<file path="src/design/cpuPkg.sv">
/*
 * Shared constants and types for the single-cycle CPU core.
 * Referenced by scoped name (cpuPkg::name) from every RTL file.
 */
`default_nettype none

package cpuPkg;

	// Datapath widths
	localparam int dataWidth    = 32;
	localparam int regAddrWidth = 5;

	// Primary opcodes, bits [31:26]
	localparam logic [5:0] opReg  = 6'b000000;
	localparam logic [5:0] opLw   = 6'b100011;
	localparam logic [5:0] opSw   = 6'b101011;
	localparam logic [5:0] opJ    = 6'b000010;
	localparam logic [5:0] opBgt  = 6'b000111;
	localparam logic [5:0] opAddi = 6'b001000;

	// Function codes for register-type instructions, bits [5:0]
	localparam logic [5:0] fnAdd = 6'b100000;
	localparam logic [5:0] fnSub = 6'b100010;
	localparam logic [5:0] fnAnd = 6'b100100;
	localparam logic [5:0] fnOr  = 6'b100101;
	localparam logic [5:0] fnXor = 6'b100110;
	localparam logic [5:0] fnSlt = 6'b101010;
	localparam logic [5:0] fnSll = 6'b000000;
	localparam logic [5:0] fnJr  = 6'b001000;

	// ALU operations
	localparam logic [2:0] aluNop = 3'b000;
	localparam logic [2:0] aluAdd = 3'b001;
	localparam logic [2:0] aluSub = 3'b010;
	localparam logic [2:0] aluAnd = 3'b011;
	localparam logic [2:0] aluOr  = 3'b100;
	localparam logic [2:0] aluXor = 3'b101;
	localparam logic [2:0] aluSlt = 3'b110;
	localparam logic [2:0] aluSll = 3'b111;

	// Next-PC source
	localparam logic [1:0] pcSeq    = 2'b00;
	localparam logic [1:0] pcBranch = 2'b01;
	localparam logic [1:0] pcJump   = 2'b10;
	localparam logic [1:0] pcReg    = 2'b11;

	// One instruction word, seen in its three encodings
	typedef union packed {
		struct packed {
			logic [5:0] opcode;
			logic [4:0] rs;
			logic [4:0] rt;
			logic [4:0] rd;
			logic [4:0] shamt;
			logic [5:0] funct;
		} rType;
		struct packed {
			logic [5:0]  opcode;
			logic [4:0]  rs;
			logic [4:0]  rt;
			logic [15:0] imm;
		} iType;
		struct packed {
			logic [5:0]  opcode;
			logic [25:0] index;
		} jType;
	} instrT;

endpackage

`default_nettype wire

</file>
<file path="src/design/decode.sv">
/*
 * Instruction decode for the single-cycle core.
 * Maps the fetched word and the ALU flags onto datapath control.
 */
`timescale 1ns/1ns
`default_nettype none

module decode (
	input  cpuPkg::instrT                   instr,
	input  logic                            aluNeg,
	input  logic                            aluZero,
	output logic [cpuPkg::regAddrWidth-1:0] rsAddr,
	output logic [cpuPkg::regAddrWidth-1:0] rtAddr,
	output logic [cpuPkg::regAddrWidth-1:0] wrAddr,
	output logic [2:0]                      aluCtl,
	output logic                            aluBSel,
	output logic                            shiftSel,
	output logic                            resultSel,
	output logic                            rfWriteEn,
	output logic                            dmemRead,
	output logic                            dmemWrite,
	output logic [1:0]                      pcSel
);

	// High when the destination is rd rather than rt
	logic regDest;

	assign rsAddr = instr.rType.rs;
	assign rtAddr = instr.rType.rt;
	assign wrAddr = regDest ? instr.rType.rd : instr.iType.rt;

	always_comb begin
		// Defaults describe a NOP, every case only overrides what it needs
		aluCtl    = cpuPkg::aluNop;
		aluBSel   = 1'b0;
		shiftSel  = 1'b0;
		resultSel = 1'b0;
		rfWriteEn = 1'b0;
		regDest   = 1'b0;
		dmemRead  = 1'b0;
		dmemWrite = 1'b0;
		pcSel     = cpuPkg::pcSeq;

		case (instr.jType.opcode)
			cpuPkg::opReg: begin
				regDest   = 1'b1;
				rfWriteEn = 1'b1;
				case (instr.rType.funct)
					cpuPkg::fnAdd: aluCtl = cpuPkg::aluAdd;
					cpuPkg::fnSub: aluCtl = cpuPkg::aluSub;
					cpuPkg::fnAnd: aluCtl = cpuPkg::aluAnd;
					cpuPkg::fnOr:  aluCtl = cpuPkg::aluOr;
					cpuPkg::fnXor: aluCtl = cpuPkg::aluXor;
					cpuPkg::fnSlt: aluCtl = cpuPkg::aluSlt;
					cpuPkg::fnSll: begin
						aluCtl   = cpuPkg::aluSll;
						shiftSel = 1'b1;
					end
					cpuPkg::fnJr: begin
						rfWriteEn = 1'b0;
						pcSel     = cpuPkg::pcReg;
					end
					default: rfWriteEn = 1'b0;
				endcase
			end
			cpuPkg::opLw: begin
				aluCtl    = cpuPkg::aluAdd;
				aluBSel   = 1'b1;
				resultSel = 1'b1;
				rfWriteEn = 1'b1;
				dmemRead  = 1'b1;
			end
			cpuPkg::opSw: begin
				aluCtl    = cpuPkg::aluAdd;
				aluBSel   = 1'b1;
				dmemWrite = 1'b1;
			end
			cpuPkg::opJ: pcSel = cpuPkg::pcJump;
			cpuPkg::opBgt: begin
				// rs - rt is strictly positive when neither flag is set
				aluCtl = cpuPkg::aluSub;
				if (!aluNeg && !aluZero)
					pcSel = cpuPkg::pcBranch;
			end
			cpuPkg::opAddi: begin
				aluCtl    = cpuPkg::aluAdd;
				aluBSel   = 1'b1;
				rfWriteEn = 1'b1;
			end
			default: ;
		endcase
	end

endmodule

`default_nettype wire

</file>
<file path="src/design/regFile.sv">
/*
 * 32 x 32 register file, two asynchronous reads and one clocked write.
 * Register 0 is hardwired to zero.
 */
`timescale 1ns/1ns
`default_nettype none

module regFile (
	input  logic                            clk,
	input  logic                            rst,
	input  logic [cpuPkg::regAddrWidth-1:0] rsAddr,
	input  logic [cpuPkg::regAddrWidth-1:0] rtAddr,
	input  logic [cpuPkg::regAddrWidth-1:0] wrAddr,
	input  logic                            writeEn,
	input  logic [cpuPkg::dataWidth-1:0]    wrData,
	output logic [cpuPkg::dataWidth-1:0]    rsData,
	output logic [cpuPkg::dataWidth-1:0]    rtData
);

	localparam int numRegs = 2 ** cpuPkg::regAddrWidth;

	logic [cpuPkg::dataWidth-1:0] regs [numRegs];

	always_ff @(posedge clk) begin
		if (rst) begin
			for (int i = 0; i < numRegs; i++)
				regs[i] <= '0;
		end else if (writeEn && wrAddr != '0) begin
			regs[wrAddr] <= wrData;
		end
	end

	// Address 0 reads zero regardless of array contents
	assign rsData = (rsAddr == '0) ? '0 : regs[rsAddr];
	assign rtData = (rtAddr == '0) ? '0 : regs[rtAddr];

endmodule

`default_nettype wire

</file>
<file path="src/design/alu.sv">
/*
 * Integer ALU for the core.
 * Result plus negative and zero flags, the flags feed branch decode.
 */
`timescale 1ns/1ns
`default_nettype none

module alu (
	input  logic [2:0]                   aluCtl,
	input  logic [cpuPkg::dataWidth-1:0] a,
	input  logic [cpuPkg::dataWidth-1:0] b,
	output logic [cpuPkg::dataWidth-1:0] result,
	output logic                         neg,
	output logic                         zero
);

	logic lessThan;

	// Signed compare for slt
	assign lessThan = $signed(a) < $signed(b);

	always_comb begin
		case (aluCtl)
			cpuPkg::aluAdd: result = a + b;
			cpuPkg::aluSub: result = a - b;
			cpuPkg::aluAnd: result = a & b;
			cpuPkg::aluOr:  result = a | b;
			cpuPkg::aluXor: result = a ^ b;
			cpuPkg::aluSlt: result = {{(cpuPkg::dataWidth-1){1'b0}}, lessThan};
			// Shift amount is the low 5 bits of b
			cpuPkg::aluSll: result = a << b[4:0];
			cpuPkg::aluNop: result = '0;
			default:        result = '0;
		endcase
	end

	assign neg  = result[cpuPkg::dataWidth-1];
	assign zero = (result == '0);

endmodule

`default_nettype wire

</file>
<file path="src/design/fetchUnit.sv">
/*
 * Program counter and next-PC selection.
 * Picks pc+4, branch, jump or register target each cycle.
 */
`timescale 1ns/1ns
`default_nettype none

module fetchUnit (
	input  logic                         clk,
	input  logic                         rst,
	input  logic [1:0]                   pcSel,
	input  logic [cpuPkg::dataWidth-1:0] immExt,
	input  logic [cpuPkg::dataWidth-1:0] regTarget,
	input  logic [25:0]                  jumpIndex,
	output logic [cpuPkg::dataWidth-1:0] pc
);

	logic [cpuPkg::dataWidth-1:0] pcPlus4;
	logic [cpuPkg::dataWidth-1:0] pcNext;

	assign pcPlus4 = pc + 32'd4;

	always_comb begin
		case (pcSel)
			cpuPkg::pcBranch: pcNext = pcPlus4 + {immExt[cpuPkg::dataWidth-3:0], 2'b00};
			cpuPkg::pcJump:   pcNext = {pcPlus4[31:28], jumpIndex, 2'b00};
			cpuPkg::pcReg:    pcNext = regTarget;
			default:          pcNext = pcPlus4;
		endcase
	end

	always_ff @(posedge clk) begin
		if (rst)
			pc <= '0;
		else
			pc <= pcNext;
	end

	// Fetch stays word aligned, a jr to an odd address would break this
	pcAligned: assert property (@(posedge clk) disable iff (rst) pc[1:0] == 2'b00);

endmodule

`default_nettype wire

</file>
<file path="src/design/cpuCore.sv">
/*
 * Top of the single-cycle core: fetch, decode, register file and ALU.
 * Instruction and data memories sit outside and answer in the same cycle.
 */
`timescale 1ns/1ns
`default_nettype none

module cpuCore (
	input  logic        clk,
	input  logic        rst,
	output logic [31:0] imemAddr,
	input  logic [31:0] imemData,
	output logic [31:0] dmemAddr,
	output logic [31:0] dmemWrData,
	output logic        dmemRead,
	output logic        dmemWrite,
	input  logic [31:0] dmemRdData
);

	cpuPkg::instrT instr;

	logic [cpuPkg::regAddrWidth-1:0] rsAddr, rtAddr, wrAddr;
	logic [2:0]                      aluCtl;
	logic                            aluBSel, shiftSel, resultSel, rfWriteEn;
	logic                            decRead, decWrite;
	logic [1:0]                      pcSel;
	logic [cpuPkg::dataWidth-1:0]    rsData, rtData, immExt;
	logic [cpuPkg::dataWidth-1:0]    aluA, aluB, aluResult, wrData;
	logic                            aluNeg, aluZero;

	assign instr  = imemData;
	assign immExt = {{(cpuPkg::dataWidth-16){instr.iType.imm[15]}}, instr.iType.imm};

	fetchUnit fetch0 (
		.clk(clk), .rst(rst), .pcSel(pcSel), .immExt(immExt),
		.regTarget(rsData), .jumpIndex(instr.jType.index), .pc(imemAddr)
	);

	decode decode0 (
		.instr(instr), .aluNeg(aluNeg), .aluZero(aluZero),
		.rsAddr(rsAddr), .rtAddr(rtAddr), .wrAddr(wrAddr), .aluCtl(aluCtl),
		.aluBSel(aluBSel), .shiftSel(shiftSel), .resultSel(resultSel),
		.rfWriteEn(rfWriteEn), .dmemRead(decRead), .dmemWrite(decWrite), .pcSel(pcSel)
	);

	regFile regFile0 (
		.clk(clk), .rst(rst), .rsAddr(rsAddr), .rtAddr(rtAddr), .wrAddr(wrAddr),
		.writeEn(rfWriteEn), .wrData(wrData), .rsData(rsData), .rtData(rtData)
	);

	// sll shifts rt by shamt while everything else works on rs
	assign aluA = shiftSel ? rtData : rsData;
	assign aluB = shiftSel ? {{(cpuPkg::dataWidth-5){1'b0}}, instr.rType.shamt}
		: (aluBSel ? immExt : rtData);

	alu alu0 (
		.aluCtl(aluCtl), .a(aluA), .b(aluB),
		.result(aluResult), .neg(aluNeg), .zero(aluZero)
	);

	assign wrData = resultSel ? dmemRdData : aluResult;

	// Stores are held off while in reset
	assign dmemAddr   = aluResult;
	assign dmemWrData = rtData;
	assign dmemRead   = decRead;
	assign dmemWrite  = decWrite & ~rst;

	strobeExclusive: assert property (@(posedge clk) !(dmemRead && dmemWrite));

endmodule

`default_nettype wire

</file>
<file path="config.mk">
export PLATFORM = sky130hd
export DESIGN_NAME = cpuCore
export DESIGN_NICKNAME = d
export VERILOG_FILES = /design/src/design/cpuPkg.sv /design/src/design/decode.sv /design/src/design/regFile.sv /design/src/design/alu.sv /design/src/design/fetchUnit.sv /design/src/design/cpuCore.sv
export SDC_FILE = /design/constraint.sdc
export NUM_CORES = 2
export LEC_CHECK = 0
export BUFFER_PORTS_ARGS = -buffer_cell sky130_fd_sc_hd__buf_2
export CAP_MARGIN = 5
export CORE_ASPECT_RATIO = 0.5
export CORE_MARGIN = 2
export CORE_UTILIZATION = 60
export CTS_BUF_LIST = sky130_fd_sc_hd__clkbuf_8
export CTS_CLUSTER_SIZE = 12
export DETAILED_ROUTE_END_ITERATION = 12
export PLACE_DENSITY_LB_ADDON = 0.3
export SYNTH_ARGS = -nofsm -noshare
export SYNTH_HDL_FRONTEND = slang
export SYNTH_HIERARCHICAL = 1
export SYNTH_SLANG_ARGS = --single-unit
</file>
<file path="constraint.sdc">
create_clock -name clk -period 16.95 [get_ports clk]
set_input_delay 0 -clock clk [delete_from_list [all_inputs] [get_ports clk]]
set_output_delay 0 -clock clk [all_outputs]
set_load 0.01 [all_outputs]
</file>
---- Word-level counts from Yosys, hierarchy flattened ----
Memory sizes are Yosys's and may differ from the RTL's.
Index checks and enable logic that the tools add are counted.
operators by class
  add/sub/neg operators ................... 4
  $mul .................................... 0
  divide/modulo/power cells ............... 0
  $lt $le $gt $ge ......................... 1
  equality and inequality tests ........... 22
  shift-type cells ........................ 1
  muxes and demuxes ....................... 30
  bitwise logic cells ..................... 5
  reduce and logical (&&, ||, !) cells .... 15
operators by type and width
  kind                                                             count
  32-bit case mux with 8 select lines                              1
  32-bit two-way mux                                               7
  32-bit case mux with 3 select lines                              1
  32-bit adder                                                     2
  6-bit == test, second input constant                             8
  32-bit by 3-bit adder with 32-bit output, second input constant  1
  32-bit AND                                                       1
  32-bit zero test                                                 1
  32-bit less-than comparator                                      1
  32-bit bitwise OR                                                1
  32-bit OR reduction                                              1
  32-bit by 5-bit << shifter with 32-bit output                    1
  32-bit subtractor                                                1
  32-bit XOR                                                       1
  3-bit case mux with 7 select lines                               1
  1-bit two-way mux                                                14
  3-bit == test, second input constant                             4
  6-bit by 4-bit == test with 1-bit output, second input constant  2
  6-bit zero test                                                  2
  5-bit zero test                                                  2
  5-bit two-way mux                                                2
  3-bit case mux with 3 select lines                               1
  7-bit OR reduction                                               1
  3-bit by 2-bit == test with 1-bit output, second input constant  2
  other kinds (16)                                                 19
storage, ports and cells
  bits in registers ....................... 32
  latch bits .............................. 0
  bits in writable memories ............... 1,024
  bits in read-only memories .............. 0
  output and inout bits ................... 98
  word-level logic and storage cells ...... 80
  memories kept ........................... 1
memory list
  name           words  width  read ports  clocked after Yosys merged registers in  write ports  RTL line       RTL
  regFile0.regs  32     32     2           0                                        32           regFile.sv:22  logic [cpuPkg::dataWidth-1:0] regs [numRegs];

---- Longest topological paths before layout ----
  word-level depth ........................ 14
  mapped depth ............................ 36
  gate-level depth less buffers ........... 25

---- Modules after synthesis ----
The synthesis kept the hierarchy.
by module, submodules not included
  module     instances  cells an instance  area an instance (um^2)
  regFile    1          3,502              54,253.3
  alu        1          1,080              7,295.7
  fetchUnit  1          449                3,804.9
  cpuCore    1          152                1,591.5
  decode     1          61                 456.7

---- Worst setup path before layout ----
Ideal clock, no wire load.
  path type ............................... input port to flip-flop
  start ................................... input imemData[18]
  end ..................................... register fetch0/pc[11] (netlist bit)
  data arrival time ....................... 8.158 ns
  data required time ...................... 16.822 ns
  slack ................................... 8.664 ns
  stages .................................. 31
  buffers on the path ..................... 8
  path through ............................ buf_4 -> buf_2 -> buf_2 -> clkbuf_1 -> mux4_2 -> a22o_1 -> a2111oi_0 -> nor3_1 -> mux2i_1 -> o21ai_1 -> inv_2 -> buf_1 -> buf_1 -> ha_1 -> buf_6 -> a21o_1 -> a31o_1 -> a311oi_4 -> xnor2_1 -> nor2_1 -> a211o_1 -> or4b_1 -> or4_1 -> or4_1 -> or4b_1 -> nor4_2 -> o32ai_1 -> clkinv_1 -> buf_1 -> mux4_2 -> nor2b_1
on the way
  word-level cells in the longest chain between the ends .. 13
  elaborated cells on any way between the ends .. 24
RTL lines
  element                                                                    RTL line         RTL
  from (decl)                                                                cpuCore.sv:12    input logic [31:0] imemData,
  memory 32 x 32 bit or 5-bit zero test (tied branches)                      --
  32-bit two-way mux *                                                       regFile.sv:35    assign rtData = (rtAddr == '0) ? '0 : regs[rtAddr];
  via dmemWrData[2]                                                          cpuCore.sv:14    output logic [31:0] dmemWrData,
  32-bit two-way mux *                                                       cpuCore.sv:54    : (aluBSel ? immExt : rtData);
  32-bit two-way mux *                                                       cpuCore.sv:53    assign aluB = shiftSel ? {{(cpuPkg::dataWidth-5){1'b0}}, instr.rType.shamt}
  via aluB, one bit                                                          cpuCore.sv:28    logic [cpuPkg::dataWidth-1:0] aluA, aluB, aluResult, wrData;
  32-bit subtractor, or another cell as far along                            alu.sv:25        cpuPkg::aluSub: result = a - b;
  32-bit case mux with 8 select lines *                                      alu.sv:23        case (aluCtl)
  via dmemAddr[10]                                                           cpuCore.sv:13    output logic [31:0] dmemAddr,
  [1 not listed]                                                             --
  via aluZero                                                                cpuCore.sv:29    logic aluNeg, aluZero;
  1-bit zero test *                                                          decode.sv:82     if (!aluNeg && !aluZero)
  1-bit logical AND *                                                        decode.sv:82
  1-bit two-way mux *                                                        decode.sv:82
  2-bit case mux with 3 select lines *                                       decode.sv:44     case (instr.jType.opcode)
  via pcSel[0]                                                               cpuCore.sv:26    logic [1:0] pcSel;
  2-bit == test or 2-bit by 1-bit == test with 1-bit output (tied branches)  fetchUnit.sv:24  case (pcSel)
  32-bit case mux with 3 select lines *                                      fetchUnit.sv:24
  to (signal assigned)                                                       fetchUnit.sv:36  pc <= pcNext;
  to (decl)                                                                  fetchUnit.sv:15  output logic [cpuPkg::dataWidth-1:0] pc
The timed path passes the listed nets; every way through them passes the cells marked *.
A chain may end at the register's enable or synchronous reset.

---- Final worst setup path ----
  start ................................... input imemData[16]
  end ..................................... register fetch0/pc[3] (netlist bit)
on the way
  word-level cells in the longest chain between the ends .. 13
  elaborated cells on any way between the ends .. 24
RTL lines
  element                                                                    RTL line         RTL
  memory 32 x 32 bit or 5-bit zero test (tied branches)                      --
  32-bit two-way mux *                                                       regFile.sv:35
  32-bit two-way mux *                                                       cpuCore.sv:54
  32-bit two-way mux *                                                       cpuCore.sv:53
  via aluB, one bit                                                          cpuCore.sv:28
  32-bit subtractor, or another cell as far along                            alu.sv:25
  32-bit case mux with 8 select lines *                                      alu.sv:23
  32-bit zero test *                                                         alu.sv:38        assign zero = (result == '0);
  via aluZero                                                                cpuCore.sv:29
  1-bit zero test *                                                          decode.sv:82
  1-bit logical AND *                                                        decode.sv:82
  1-bit two-way mux *                                                        decode.sv:82
  2-bit case mux with 3 select lines *                                       decode.sv:44
  via pcSel[0]                                                               cpuCore.sv:26
  2-bit == test or 2-bit by 1-bit == test with 1-bit output (tied branches)  fetchUnit.sv:24
  32-bit case mux with 3 select lines *                                      fetchUnit.sv:24
Marked as above.

==> results.md <==
- The run finished, with violations left.
- The checks that failed: max-capacitance violations, max-slew violations.
- The pin count of the biggest net entering global routing is 83.
- From left edge to right edge, the die measures 478 um.
- The source-to-sink clock delay at the later pin of the worst-skew pair is 0.91 ns.
- The synthesized design contains 1056 register bits.
- The summed area of non-filler cells in the final layout is 72800 um2.
- The congestion estimate from routability-driven global placement came to 1.02.
- The detailed router placed 51100 vias in this run.
- The worst register-to-register path begins at regFile0/regs[31][2]$_SDFFCE_PN0P_.
- The number of input and output port buffers inserted is 163.
- In the routed layout, each cell is associated on average with a via count of 7.38.
- The wire length of the first global-routing pass is 353 mm.
- The largest individual stage delay along the critical path comes from the cell nor3_1.
- The sum of net half-perimeters after detailed placement is 163 mm.
- The count of max-cap constraint violations is 3.
- The data arrival time of the critical path is 12.68 ns.
- The total power consumption of the routed design is 6.56 mW.
- The number of antenna violations at the first check in global routing came to 25.
- Setup repair after global routing left no endpoint under its margin.
- The largest single stage delay on the critical path is 1.07 ns.
- The share of flip-flops with an asynchronous set or reset after synthesis is 0.
- The maximum level of the CTS H-tree is 4.
- In this design, the critical path's most frequently occurring cell is buf_4.
- The library cells used most frequently in the layout, excluding fill and tap cells, are edfxtp_1 (1024), and2_1 (1000), mux4_2 (506), mux2i_1 (203), inv_1 (167).
- The row count is 86.
- The initial cell density of the core is 0.609.
- The hold violation count in the final report is 0.
- After the flow finishes, the layout carries non-filler instances totaling 6925.
- The smallest setup slack after layout is 5.03 ns.
- The capture endpoint of the worst hold path is fetch0/pc[29]$_SDFF_PP0_.
- The cell area that synthesis handed to floorplanning was 67400 um2.
- The critical path is of the primary input to register type.
- The clock passes through at most 3 buffers.
- The layout has 8006 filler cells.
- The area taken by multi-input logic gates is 33500 um2.
- The number of buffers added by the clock tree synthesis step is 151.
- The number of hold buffers added after cts is 66.
- For this design the ratio of total power to cell area is 90.1 nW/um2.
- The worst IR drop on VDD is 0.0686 mV.
- The per-instance average area after synthesis is 12.9 um2.
- The endpoint required time on the critical path is 17.71 ns.
- The die is 241 um tall.
- The clock drives 1056 sinks.
- The synthesized instance count is 5244.
- 164 I/O pins were placed.
- The upper clock frequency limit is 83.9 MHz.
- The post-synthesis cell type count is 119.
- Counting instances, the worst hold path has a depth of 5.
- The overall routed net length is 252 mm.
- The placement-stage cell area is 69300 um2.
- The overall die area is 115000 um2.
- At the pin with the least slew margin, the transition time is 1.50 ns.
- The final hold slack is 0.129 ns.
- Global routing finished with a remaining overflow of 0.
- In this run, the number of DRC markers left after iteration 0 of detailed routing was 8864.
- TritonCTS built the clock tree.
- The path category of the worst min-delay check is primary input to register.
- In this run the most critical hold path is launched from imemData[27].
- The clock tree root buffer cell is clkbuf_8.
- The number of setup buffers added after CTS is 0.
- The terminus of the critical flop-to-flop path is fetch0/pc[3]$_SDFF_PP0_.
- The number of global-route vias before repair was 50200.
- In the synthesized netlist the dominant register cell turns out to be edfxtp_1.
- Subtracting the final worst setup slack from the clock period gives 11.92 ns.
- The floorplan step defined a core boundary enclosing 111000 um2.
- For this design the static power due to leakage is 27.5 nW.
- The worst setup path is captured at a register.
- The largest clock skew in the final design is 0.0732 ns.
- The final-report max-slew violation count is 4.
- Before antenna repair, the detailed router went through 9 iterations.
- The area growth from synthesis to final layout is 7.96%.
- Of all nets on the critical path, the largest fanout is 46.
- STA classifies the critical path startpoint as a primary input.
- In the finished design, the share of the clock period the worst path needs comes to 0.703.
- The sequential cells in the finished layout cover a total of 31400 um2.
- The number of warning messages in the yosys log is 6.
- At the end of the flow the core is filled with cells to 0.657.
- The all-layer global routing usage is 0.434.
- After detailed routing, the average wire length per cell comes to 36.4 um.
- The aggregate negative setup slack is 0 ns.
- In this run the remaining antenna-violating nets after routing total 0.
- Leaving out fill and tap cells, the most frequent cell in the layout is edfxtp_1.
- The count of final setup violators is 0.
- In this run, synthesis inferred 1024 flip-flops with an integrated enable.
- In this run, post-CTS repair resized a total of 0 instances.
- The number of instances in the placed design is 6589.
- Setup slack on the worst reg-to-reg path comes out at 6.07 ns.
- The count of unresolved DRC violations after routing is 0.
- The remaining max-slew budget at the tightest pin is -0.0110.
- For the worst flop-to-flop path, the logic depth is 28.
- For this run, the register share of the synthesized area comes to 0.466.
- The clock-pin slew on the worst setup and hold paths is 0.06 ns.
- OpenSTA, run right after detailed placement, puts the worst setup slack at 5.77 ns.
- The final layout contains 5514 nets.
- In the final layout, the share of cells above drive strength 1 is 0.237.
==> sequential cells by signal, indices dropped and copies added (netlist names) <==
register and cells:
regFile0/regs 1024, fetch0/pc 32
==> power breakdown <==
group          internal, mW  leakage [nW]  switching (mW)
combinational         0.542          15.0            1.08
sequential             2.95          10.8          0.0525
clock                 0.886          1.60            1.05
total                  4.37          27.5            2.18
==> worst max-delay path by stage <==
stage                      start                       end  slack [ns]  cells after the start
floorplan           imemData[18]  fetch0/pc[11]$_SDFF_PP0_        8.66                     31
global placement    imemData[16]   fetch0/pc[8]$_SDFF_PP0_        5.93                     29
detailed placement  imemData[16]   fetch0/pc[9]$_SDFF_PP0_        5.77                     29
CTS                 imemData[16]   fetch0/pc[3]$_SDFF_PP0_        5.43                     32
global route        imemData[16]   fetch0/pc[3]$_SDFF_PP0_        4.53                     32
finish              imemData[16]   fetch0/pc[3]$_SDFF_PP0_        5.03                     32
==> synthesized netlist by cell type (12+ instances only) <==
| library cell | number | area, um2 |
|---|---|---|
| nor3_1 | 87 | 435 |
| buf_1 | 27 | 101 |
| buf_2 | 56 | 280 |
| a211oi_1 | 27 | 203 |
| xor2_1 | 28 | 245 |
| o21ai_0 | 86 | 430 |
| edfxtp_1 | 1024 | 30700 |
| buf_4 | 51 | 383 |
| nand2b_1 | 34 | 213 |
| a221oi_1 | 19 | 166 |
| o221ai_1 | 12 | 105 |
| a2111oi_1 | 42 | 420 |
| nand4_1 | 13 | 81.3 |
| and2_1 | 1001 | 6260 |
| mux2_4 | 66 | 991 |
| nor4_1 | 18 | 113 |
| a31oi_1 | 18 | 113 |
| nand2_1 | 153 | 574 |
| o22ai_1 | 111 | 694 |
| xnor2_1 | 44 | 385 |
| mux2i_1 | 203 | 2030 |
| o21a_1 | 12 | 90.1 |
| nor2b_1 | 48 | 300 |
| inv_1 | 110 | 413 |
| mux4_2 | 506 | 11400 |
| nand3_1 | 51 | 255 |
| a21oi_1 | 155 | 776 |
| ha_1 | 132 | 1650 |
| dfxtp_1 | 32 | 641 |
| a2111oi_0 | 18 | 158 |
| or2_2 | 42 | 263 |
| o21bai_1 | 16 | 120 |
| a22oi_1 | 32 | 240 |
| a21o_1 | 24 | 180 |
| mux2_2 | 51 | 574 |
| buf_6 | 37 | 417 |
| nor2_1 | 197 | 739 |
| a22o_1 | 51 | 447 |
| o211ai_1 | 22 | 165 |
| and3_1 | 17 | 106 |
| clkbuf_1 | 337 | 1260 |
==> routing by layer <==
layer	up-vias	track usage	wire, um
li1	20100	-	-
met5	-	0	151
met3	947	0.207	46500
met2	4690	0.625	106000
met1	25300	0.550	85200
met4	22	0.215	14600
==> cells by family (layout without fill, tap and decap cells) <==
family,Yosys count,in the layout,synth area share
buffers and inverters,628,776,0.0439
adders and majority gates,135,135,0.0254
xor gates and xnor gates,73,73,0.00960
and+or+nand+nor,1749,1749,0.150
other,1,38,0.0000556
muxes,830,830,0.224
AOI/OAI and AO/OA,772,772,0.0814
DFF,1056,1056,0.466
==> cell type report <==
cell class / instances / share of cell area
multi-input combinational: 3591 / 0.460
sequential: 1056 / 0.431
timing repair buffer: 397 / 0.0391
clock buffer: 153 / 0.0289
tap: 1496 / 0.0257
clock inverter: 110 / 0.00863
inverter: 116 / 0.00598
antenna: 6 / 0.000206
==> worst max-delay path, delay by kind of cell <==
kind / cells / cell delay, ns
compound gates: 13 / 3.43
mux: 2 / 0.58
buf+inv: 11 / 5.17
simple gates: 5 / 2.83
fa+ha+maj: 1 / 0.42
No activity file was read; power rests on OpenSTA's default activity.
